==> config.mk <==
export PLATFORM = sky130hd
export DESIGN_NAME = apb_subsystem
export DESIGN_NICKNAME = d
export VERILOG_FILES = /design/src/source/apb_ss_bus_pkg.sv /design/src/source/apb_ss_periph_pkg.sv /design/src/source/ahb_to_apb_bridge.sv /design/src/source/apb_gpio.sv /design/src/source/apb_timer.sv /design/src/source/apb_subsystem.sv
export SDC_FILE = /design/constraint.sdc
export NUM_CORES = 1
export LEC_CHECK = 0
export BUFFER_PORTS_ARGS = -buffer_cell sky130_fd_sc_hd__buf_2
export CAP_MARGIN = 30
export CORE_MARGIN = 8
export CORE_UTILIZATION = 60
export CTS_BUF_LIST = sky130_fd_sc_hd__clkbuf_8
export CTS_CLUSTER_DIAMETER = 100
export CTS_CLUSTER_SIZE = 10
export DETAILED_ROUTE_END_ITERATION = 8
export GPL_ROUTABILITY_DRIVEN = 0
export PLACE_DENSITY = 0.94
export SYNTH_ARGS = -nofsm -noshare
export SYNTH_HDL_FRONTEND = slang
export SYNTH_HIERARCHICAL = 1
export SYNTH_SLANG_ARGS = --single-unit
==> constraint.sdc <==
create_clock -name tb_hclk20 -period 9 [get_ports tb_hclk20]
set_input_delay 0.45 -clock tb_hclk20 [delete_from_list [all_inputs] [get_ports tb_hclk20]]
set_output_delay 0.45 -clock tb_hclk20 [all_outputs]
set_load 0.02 [all_outputs]
==> src/source/apb_ss_bus_pkg.sv <==
//============================================================================
// AHB-Lite and APB bus vector types and response codes
// Word-only subsystem: HSIZE_WORD is the single legal transfer size
// Only OKAY and ERROR responses are produced, no RETRY or SPLIT
//============================================================================
`default_nettype none

package apb_ss_bus_pkg;

  // ==========================================================================
  // Bus vectors
  // ==========================================================================
  typedef logic [31:0] haddr_t;   // Byte address, AHB and APB
  typedef logic [31:0] hdata_t;   // Read and write data
  typedef logic [1:0]  htrans_t;  // Transfer type
  typedef logic [2:0]  hsize_t;   // Transfer size
  typedef logic [1:0]  hresp_t;   // Slave response

  // Transfer types
  localparam htrans_t HTRANS_IDLE   = 2'b00;
  localparam htrans_t HTRANS_BUSY   = 2'b01;
  localparam htrans_t HTRANS_NONSEQ = 2'b10;
  localparam htrans_t HTRANS_SEQ    = 2'b11;

  localparam hsize_t HSIZE_WORD = 3'b010;  // 32-bit access

  // Responses
  localparam hresp_t HRESP_OKAY  = 2'b00;
  localparam hresp_t HRESP_ERROR = 2'b01;

endpackage

`default_nettype wire

==> src/source/apb_ss_periph_pkg.sv <==
//============================================================================
// Address map and register offsets of the APB peripherals
// Each peripheral owns a 256-byte window selected by address bits 11..8
// Any set address bit above bit 11 is unmapped
//============================================================================
`default_nettype none

package apb_ss_periph_pkg;

  typedef logic [7:0] paddr_t;     // Offset inside one window
  typedef logic [3:0] psel_idx_t;  // Window index, address bits 11..8

  // ==========================================================================
  // Window select values
  // ==========================================================================
  localparam psel_idx_t PSEL_GPIO  = 4'd0;
  localparam psel_idx_t PSEL_TIMER = 4'd1;

  // GPIO registers
  localparam paddr_t GPIO_OUT      = 8'h00;  // R/W pin output value
  localparam paddr_t GPIO_OE       = 8'h04;  // R/W, 1 drives the pin
  localparam paddr_t GPIO_IN       = 8'h08;  // RO synchronised pins
  localparam paddr_t GPIO_IRQ_STAT = 8'h0C;  // W1C rising-edge status
  localparam paddr_t GPIO_IRQ_MASK = 8'h10;  // R/W interrupt mask

  // Timer registers
  localparam paddr_t TMR_CTRL     = 8'h00;  // Bit 0 enable, bit 1 auto-reload
  localparam paddr_t TMR_LOAD     = 8'h04;  // Reload value
  localparam paddr_t TMR_COUNT    = 8'h08;  // RO current count
  localparam paddr_t TMR_IRQ_STAT = 8'h0C;  // Bit 0, W1C

endpackage

`default_nettype wire

==> src/source/ahb_to_apb_bridge.sv <==
//============================================================================
// AHB-Lite slave to APB bridge, one APB transfer per AHB beat
// Bursts are served beat by beat, no wait states on the APB side
// Non-word sizes and unmapped addresses get a two-cycle ERROR, no APB cycle
// Read data comes 3 cycles after the address phase, HREADY low for two
//============================================================================
`default_nettype none
`timescale 1ns/1ps

module ahb_to_apb_bridge
  import apb_ss_bus_pkg::*;
  import apb_ss_periph_pkg::*;
(
  input  logic    tb_hclk20,
  input  logic    hresetn20,
  // AHB-Lite slave side
  input  haddr_t  i_haddr,
  input  htrans_t i_htrans,
  input  hsize_t  i_hsize,
  input  logic    i_hwrite,
  input  hdata_t  i_hwdata,
  output hdata_t  o_hrdata,
  output logic    o_hready,
  output hresp_t  o_hresp,
  // APB master side
  input  hdata_t  i_prdata_gpio,
  input  hdata_t  i_prdata_timer,
  output paddr_t  o_paddr,
  output logic    o_pwrite,
  output hdata_t  o_pwdata,
  output logic    o_penable,
  output logic    o_psel_gpio,
  output logic    o_psel_timer
);

  typedef enum logic [2:0] {
    ST_IDLE,    // Ready, waiting for an address phase
    ST_SETUP,   // APB setup, psel only
    ST_ACCESS,  // APB access, psel and penable
    ST_ERR1,    // First error cycle, hready low
    ST_ERR2     // Second error cycle, hready high
  } br_state_t;

  br_state_t state_q, state_d;

  logic   trans_valid;  // NONSEQ or SEQ
  logic   accept;       // Address phase taken this cycle
  logic   hit_gpio, hit_timer;
  logic   map_ok, size_ok, go;
  logic   sel_gpio_q, sel_timer_q;
  logic   apb_phase;
  paddr_t addr_q;
  logic   write_q;
  hdata_t rdata_q;
  hdata_t prdata_sel;

  // ==========================================================================
  // Address phase decode, the only place the map and size are checked
  // ==========================================================================
  assign trans_valid = (i_htrans == HTRANS_NONSEQ) || (i_htrans == HTRANS_SEQ);
  assign accept      = o_hready && trans_valid;  // IDLE and BUSY ignored
  assign hit_gpio    = (i_haddr[11:8] == PSEL_GPIO);
  assign hit_timer   = (i_haddr[11:8] == PSEL_TIMER);
  assign map_ok      = (i_haddr[31:12] == '0) && (hit_gpio || hit_timer);
  assign size_ok     = (i_hsize == HSIZE_WORD);
  assign go          = map_ok && size_ok;

  always_comb begin
    state_d = state_q;
    case (state_q)
      ST_IDLE, ST_ERR2: begin  // Both cycles can take a new address phase
        if (accept) begin
          state_d = go ? ST_SETUP : ST_ERR1;
        end else begin
          state_d = ST_IDLE;
        end
      end
      ST_SETUP:  state_d = ST_ACCESS;
      ST_ACCESS: state_d = ST_IDLE;
      ST_ERR1:   state_d = ST_ERR2;
      default:   state_d = ST_IDLE;
    endcase
  end

  always_ff @(posedge tb_hclk20) begin
    if (!hresetn20) begin
      state_q     <= ST_IDLE;
      sel_gpio_q  <= 1'b0;
      sel_timer_q <= 1'b0;
    end else begin
      state_q <= state_d;
      if (accept) begin
        sel_gpio_q  <= go && hit_gpio;   // Held through setup and access
        sel_timer_q <= go && hit_timer;
      end
    end
  end

  // Read data mux, by the select we drove
  always_comb begin
    if (sel_gpio_q) begin
      prdata_sel = i_prdata_gpio;
    end else if (sel_timer_q) begin
      prdata_sel = i_prdata_timer;
    end else begin
      prdata_sel = '0;
    end
  end

  // Payload, no reset needed
  always_ff @(posedge tb_hclk20) begin
    if (accept) begin
      addr_q  <= i_haddr[7:0];  // Offset inside the window
      write_q <= i_hwrite;
    end
    if (state_q == ST_ACCESS && !write_q) begin
      rdata_q <= prdata_sel;  // Returned in the cycle after access
    end
  end

  // ==========================================================================
  // Outputs
  // ==========================================================================
  assign apb_phase    = (state_q == ST_SETUP) || (state_q == ST_ACCESS);
  assign o_hready     = (state_q == ST_IDLE) || (state_q == ST_ERR2);
  assign o_hresp      = (state_q == ST_ERR1 || state_q == ST_ERR2) ? HRESP_ERROR
                                                                   : HRESP_OKAY;
  assign o_hrdata     = rdata_q;
  assign o_paddr      = addr_q;
  assign o_pwrite     = write_q;
  assign o_pwdata     = i_hwdata;  // Master holds it while hready is low
  assign o_penable    = (state_q == ST_ACCESS);
  assign o_psel_gpio  = apb_phase && sel_gpio_q;
  assign o_psel_timer = apb_phase && sel_timer_q;

  // Access cycle must follow a setup cycle with psel alone
  a_penable_after_setup : assert property (@(posedge tb_hclk20) disable iff (!hresetn20)
    o_penable |-> $past(o_psel_gpio || o_psel_timer) && !$past(o_penable))
    else $error("penable without a preceding APB setup cycle");

  a_psel_onehot : assert property (@(posedge tb_hclk20) disable iff (!hresetn20)
    $onehot0({o_psel_gpio, o_psel_timer}))
    else $error("more than one APB select active");

endmodule

`default_nettype wire

==> src/source/apb_gpio.sv <==
//============================================================================
// APB GPIO, GPIO_WIDTH pins, no wait states
// Inputs pass a two-flop synchroniser, GPIO_IN lags the pins by 2 cycles
// Rising edges set sticky status bits, write ones to clear
//============================================================================
`default_nettype none
`timescale 1ns/1ps

module apb_gpio
  import apb_ss_bus_pkg::*;
  import apb_ss_periph_pkg::*;
#(
  parameter int GPIO_WIDTH = 16
) (
  input  logic                  tb_hclk20,
  input  logic                  hresetn20,
  input  logic                  i_psel,
  input  logic                  i_penable,
  input  logic                  i_pwrite,
  input  paddr_t                i_paddr,
  input  hdata_t                i_pwdata,
  output hdata_t                o_prdata,
  input  logic [GPIO_WIDTH-1:0] i_gpio_in,
  output logic [GPIO_WIDTH-1:0] o_gpio_out,
  output logic [GPIO_WIDTH-1:0] o_gpio_oe_n,
  output logic                  o_gpio_irq
);

  typedef logic [GPIO_WIDTH-1:0] gpio_vec_t;  // One bit per pin

  gpio_vec_t out_q, oe_q, mask_q, stat_q;
  gpio_vec_t sync1_q, sync2_q, prev_q;
  gpio_vec_t rise;
  gpio_vec_t wdata;
  logic      wr_en;

  assign wr_en = i_psel && i_penable && i_pwrite;  // Access cycle write
  assign wdata = i_pwdata[GPIO_WIDTH-1:0];
  assign rise  = sync2_q & ~prev_q;  // Synchronised rising edges

  // ==========================================================================
  // Registers and input synchroniser
  // ==========================================================================
  always_ff @(posedge tb_hclk20) begin
    if (!hresetn20) begin
      out_q   <= '0;
      oe_q    <= '0;   // All pins released
      mask_q  <= '0;
      stat_q  <= '0;
      sync1_q <= '0;
      sync2_q <= '0;
      prev_q  <= '0;
    end else begin
      sync1_q <= i_gpio_in;
      sync2_q <= sync1_q;
      prev_q  <= sync2_q;  // Edge detect history
      if (wr_en && i_paddr == GPIO_OUT)      out_q  <= wdata;
      if (wr_en && i_paddr == GPIO_OE)       oe_q   <= wdata;
      if (wr_en && i_paddr == GPIO_IRQ_MASK) mask_q <= wdata;
      if (wr_en && i_paddr == GPIO_IRQ_STAT) begin
        stat_q <= (stat_q & ~wdata) | rise;  // New edge beats the clear
      end else begin
        stat_q <= stat_q | rise;
      end
    end
  end

  // Read mux, valid in the access cycle
  always_comb begin
    o_prdata = '0;
    if (i_psel && !i_pwrite) begin
      case (i_paddr)
        GPIO_OUT:      o_prdata[GPIO_WIDTH-1:0] = out_q;
        GPIO_OE:       o_prdata[GPIO_WIDTH-1:0] = oe_q;
        GPIO_IN:       o_prdata[GPIO_WIDTH-1:0] = sync2_q;
        GPIO_IRQ_STAT: o_prdata[GPIO_WIDTH-1:0] = stat_q;
        GPIO_IRQ_MASK: o_prdata[GPIO_WIDTH-1:0] = mask_q;
        default:       o_prdata = '0;  // Unmapped offsets read zero
      endcase
    end
  end

  assign o_gpio_out  = out_q;
  assign o_gpio_oe_n = ~oe_q;  // Pads want active-low enables
  assign o_gpio_irq  = |(stat_q & mask_q);

  // Status bits only appear after a synchronised rising edge
  a_stat_needs_edge : assert property (@(posedge tb_hclk20) disable iff (!hresetn20)
    (stat_q & ~$past(stat_q) & ~$past(rise)) == '0)
    else $error("GPIO status bit set without a rising edge");

endmodule

`default_nettype wire

==> src/source/apb_timer.sv <==
//============================================================================
// APB down-counter timer with one interrupt
// Counts once per cycle while enabled, status sets when COUNT is zero
// One-shot clears the enable there, auto-reload restarts from LOAD
// Auto-reload period is LOAD+1 cycles
//============================================================================
`default_nettype none
`timescale 1ns/1ps

module apb_timer
  import apb_ss_bus_pkg::*;
  import apb_ss_periph_pkg::*;
#(
  parameter int TIMER_WIDTH = 16
) (
  input  logic   tb_hclk20,
  input  logic   hresetn20,
  input  logic   i_psel,
  input  logic   i_penable,
  input  logic   i_pwrite,
  input  paddr_t i_paddr,
  input  hdata_t i_pwdata,
  output hdata_t o_prdata,
  output logic   o_timer_irq
);

  typedef logic [TIMER_WIDTH-1:0] tmr_cnt_t;  // Count and reload value

  tmr_cnt_t load_q, count_q;
  logic     en_q, reload_q, stat_q;
  logic     wr_en;
  logic     expire;  // Enabled and at zero this cycle

  assign wr_en  = i_psel && i_penable && i_pwrite;
  assign expire = en_q && (count_q == '0);

  // ==========================================================================
  // Counter and control
  // ==========================================================================
  always_ff @(posedge tb_hclk20) begin
    if (!hresetn20) begin
      load_q   <= '0;
      count_q  <= '0;
      en_q     <= 1'b0;
      reload_q <= 1'b0;
      stat_q   <= 1'b0;
    end else begin
      // Hardware update first, register writes override below
      if (expire) begin
        if (reload_q) count_q <= load_q;
        else          en_q    <= 1'b0;  // One-shot stops
      end else if (en_q) begin
        count_q <= count_q - 1'b1;
      end
      if (wr_en && i_paddr == TMR_CTRL) begin
        en_q     <= i_pwdata[0];
        reload_q <= i_pwdata[1];
      end
      if (wr_en && i_paddr == TMR_LOAD) begin
        load_q  <= i_pwdata[TIMER_WIDTH-1:0];
        count_q <= i_pwdata[TIMER_WIDTH-1:0];  // Restart from new value
      end
      if (wr_en && i_paddr == TMR_IRQ_STAT) begin
        stat_q <= expire | (stat_q & ~i_pwdata[0]);  // Set wins over clear
      end else begin
        stat_q <= expire | stat_q;
      end
    end
  end

  always_comb begin
    o_prdata = '0;
    if (i_psel && !i_pwrite) begin
      case (i_paddr)
        TMR_CTRL:     o_prdata[1:0]             = {reload_q, en_q};
        TMR_LOAD:     o_prdata[TIMER_WIDTH-1:0] = load_q;
        TMR_COUNT:    o_prdata[TIMER_WIDTH-1:0] = count_q;
        TMR_IRQ_STAT: o_prdata[0]               = stat_q;
        default:      o_prdata = '0;
      endcase
    end
  end

  assign o_timer_irq = stat_q;

  a_count_le_load : assert property (@(posedge tb_hclk20) disable iff (!hresetn20)
    en_q |-> count_q <= load_q)
    else $error("timer COUNT above LOAD while enabled");

endmodule

`default_nettype wire

==> src/source/apb_subsystem.sv <==
//============================================================================
// AHB-Lite to APB subsystem, bridge plus GPIO and timer
// Single clock and synchronous active-low reset for all blocks
// One transfer in flight, master must wait for hready
//============================================================================
`default_nettype none
`timescale 1ns/1ps

module apb_subsystem
  import apb_ss_bus_pkg::*;
  import apb_ss_periph_pkg::*;
#(
  parameter int GPIO_WIDTH  = 16,
  parameter int TIMER_WIDTH = 16
) (
  input  logic                  tb_hclk20,
  input  logic                  hresetn20,
  // AHB-Lite slave port
  input  haddr_t                i_haddr,
  input  htrans_t               i_htrans,
  input  hsize_t                i_hsize,
  input  logic                  i_hwrite,
  input  hdata_t                i_hwdata,
  output hdata_t                o_hrdata,
  output logic                  o_hready,
  output hresp_t                o_hresp,
  // Peripheral pins
  input  logic [GPIO_WIDTH-1:0] i_gpio_in,
  output logic [GPIO_WIDTH-1:0] o_gpio_out,
  output logic [GPIO_WIDTH-1:0] o_gpio_oe_n,
  output logic                  o_gpio_irq,
  output logic                  o_timer_irq
);

  // ==========================================================================
  // Internal APB
  // ==========================================================================
  paddr_t paddr;
  logic   pwrite, penable;
  logic   psel_gpio, psel_timer;
  hdata_t pwdata;
  hdata_t prdata_gpio, prdata_timer;  // One return bus per peripheral

  ahb_to_apb_bridge u_bridge (
    .tb_hclk20      (tb_hclk20),
    .hresetn20      (hresetn20),
    .i_haddr        (i_haddr),
    .i_htrans       (i_htrans),
    .i_hsize        (i_hsize),
    .i_hwrite       (i_hwrite),
    .i_hwdata       (i_hwdata),
    .o_hrdata       (o_hrdata),
    .o_hready       (o_hready),
    .o_hresp        (o_hresp),
    .i_prdata_gpio  (prdata_gpio),
    .i_prdata_timer (prdata_timer),
    .o_paddr        (paddr),
    .o_pwrite       (pwrite),
    .o_pwdata       (pwdata),
    .o_penable      (penable),
    .o_psel_gpio    (psel_gpio),
    .o_psel_timer   (psel_timer)
  );

  apb_gpio #(.GPIO_WIDTH(GPIO_WIDTH)) u_gpio (
    .tb_hclk20   (tb_hclk20),
    .hresetn20   (hresetn20),
    .i_psel      (psel_gpio),
    .i_penable   (penable),
    .i_pwrite    (pwrite),
    .i_paddr     (paddr),
    .i_pwdata    (pwdata),
    .o_prdata    (prdata_gpio),
    .i_gpio_in   (i_gpio_in),
    .o_gpio_out  (o_gpio_out),
    .o_gpio_oe_n (o_gpio_oe_n),
    .o_gpio_irq  (o_gpio_irq)
  );

  apb_timer #(.TIMER_WIDTH(TIMER_WIDTH)) u_timer (
    .tb_hclk20   (tb_hclk20),
    .hresetn20   (hresetn20),
    .i_psel      (psel_timer),
    .i_penable   (penable),
    .i_pwrite    (pwrite),
    .i_paddr     (paddr),
    .i_pwdata    (pwdata),
    .o_prdata    (prdata_timer),
    .o_timer_irq (o_timer_irq)
  );

endmodule

`default_nettype wire

==> metrics.yaml <==
vias: 7545
die_width_um: 138
synthCells: 965
cts.sinks: 193
fin_crit_sh: 0.363
min-delay-start: "i_hwrite"
end_kind: "flop"
worstSetupPathType: "reg -> reg"
antenna_cells: 0
cts_hold_buf: 0
core_um2: 14600
p_leak_uw: 0.00377
setup_tns_ns: 0
antenna_left: 0
grt_overflow: 0
vias_per_cell: 6.05
drt_drc_violations_left: 0
die_y_um: 138
rr_endpoint: "u_timer/count_q[2]"
hpwl_mm: 15.7
fillCellCount: 1060
outcome: "finished clean"
place_area_um2: 9440
cp_top_family: "simple AND/OR/NAND/NOR gates"
drtIter0Drc: 1030
slew_violations: 0
tightest_slew_ns: 1.03
syn2layout_area_growth_pct: 10.2
relSlewSlack: 0.311
crit_required_ns: 9.42
crit_fanout: 34
grtUsageTotal: 0.234
nets: 1140
cts_root_buf: "clkbuf_8"
grt_pass1_wl_mm: 36.9
hp-class: "in -> reg"
r2r_slack_ns: 5.73
dr.pass1.iters: 6
io_buffers: 138
slowest_delay_ns: 0.80
min_path_cells: 1
syn_area_per_cell_um2: 9.29
drv_cap: 0
rows: 44
power_density_nw_per_um2: 163
drive_above_1_share: 0.196
path_clk_slew_ns: 0.09
cts_made_buffers: 17
largest_register_ffs: 32
grt_max_degree: 132
dieArea_um2: 19100
setup_viol: 0
whs_endpoint: "u_bridge/o_pwrite"
final_area_um2: 9880
critPathSlowestCell: "nand2_1"
clk_latency_ns: 0.49
rsz0062_at_grt: "no"
fin_crit_ns: 3.27
crit_top_cell: "nand2_1"
ctsResizeCount: 0
pin_count: 157
ir_worst_vdd_mv: 0.133
postCtsSetupBuffers: 0
clock_path_buffers: 2
reg2reg_depth: 7
htreeDepth: 4
critPathArrivalTime_ns: 3.68
path_buf_inv: 1
syn-cell-area_um2: 8970
cts_tree: "done"
wl_per_cell_um: 18.6
finalWirelength_mm: 23.2
worst_r2r_startpoint: "u_bridge/o_paddr[2]"
fmaxAchievable_mhz: 306
ys_warn_count: 6
antenna_found_initial: 0
initial_core_util: 0.615
grt_pass1_vias: 7271
fin_skew_ns: 0.0109
crit_chain: "buf_4, nor4b_1, and2_1, nand2_1, nand2_1, o21ai_0, a31oi_1"
cp-start-kind: "flop"
hold_violations: 0
report_power, final:
part	leakage, uW	switching (uW)	internal (uW)
Sequential	0.00162	13.6	903
Combinational	0.00193	62.6	40.4
Clock	0.000219	304	290
through the flow:
stage	total power, uW	instances	setup slack, ns	utilization	hold WS, ns
CTS	1610	1246	5.83	0.675	0.129
finish	1610	1247	5.73	0.677	0.140
detailed placement	1040	1215	5.82	0.647	0.417
global route	1670	1247	5.53	0.677	0.130
floorplan	1010	995	5.79	-	0.412
global placement	1030	1214	5.89	0.646	0.413
how the worst max path moves through the flow:
stage / startpoint / end / slack (ns) / cells after the start
after floorplan: u_bridge/state_q[1] / u_bridge/o_hrdata[0] / 5.79 / 2
after global placement: u_bridge/o_paddr[2] / u_timer/count_q[2] / 5.89 / 7
after detailed placement: u_bridge/o_paddr[2] / u_timer/count_q[2] / 5.82 / 7
after CTS: u_bridge/o_paddr[2] / u_timer/count_q[2] / 5.83 / 7
after global routing: u_bridge/o_paddr[2] / u_timer/count_q[2] / 5.53 / 7
final: u_bridge/o_paddr[2] / u_timer/count_q[2] / 5.73 / 7
cell type report:
class / count / area [um2] / area share
Sequential cell: 193 / 4270 / 0.433
Multi-Input combinational cell: 668 / 4090 / 0.414
Timing Repair Buffer: 147 / 778 / 0.0788
Clock buffer: 19 / 262 / 0.0265
Tap cell: 184 / 230 / 0.0233
Clock inverter: 12 / 154 / 0.0156
Inverter: 24 / 90.1 / 0.00912
cell usage in the layout (no fill, tap or decap), types with 33 or more instances in the layout:
| cell | n |
|---|---|
| a22o_1 | 37 |
| nand2_1 | 151 |
| o21ai_0 | 35 |
| conb_1 | 33 |
| buf_2 | 138 |
| edfxtp_1 | 41 |
| nor2_1 | 53 |
| a21oi_1 | 60 |
| and2_1 | 51 |
| nor2b_1 | 34 |
| dfxtp_1 | 152 |
per-layer routing:
| metal | track usage | wire (um) | vias up | share of wire |
|---|---|---|---|---|
| met1 | 0.281 | 8930 | 3501 | 0.39 |
| met3 | 0.0545 | 2230 | 81 | 0.096 |
| met4 | 0.128 | 839 | 0 | 0.036 |
| li1 | - | - | 3474 | - |
| met2 | 0.381 | 11200 | 489 | 0.48 |
| met5 | 0 | 0 | - | 0 |
Power figures use the tool's default switching activity.
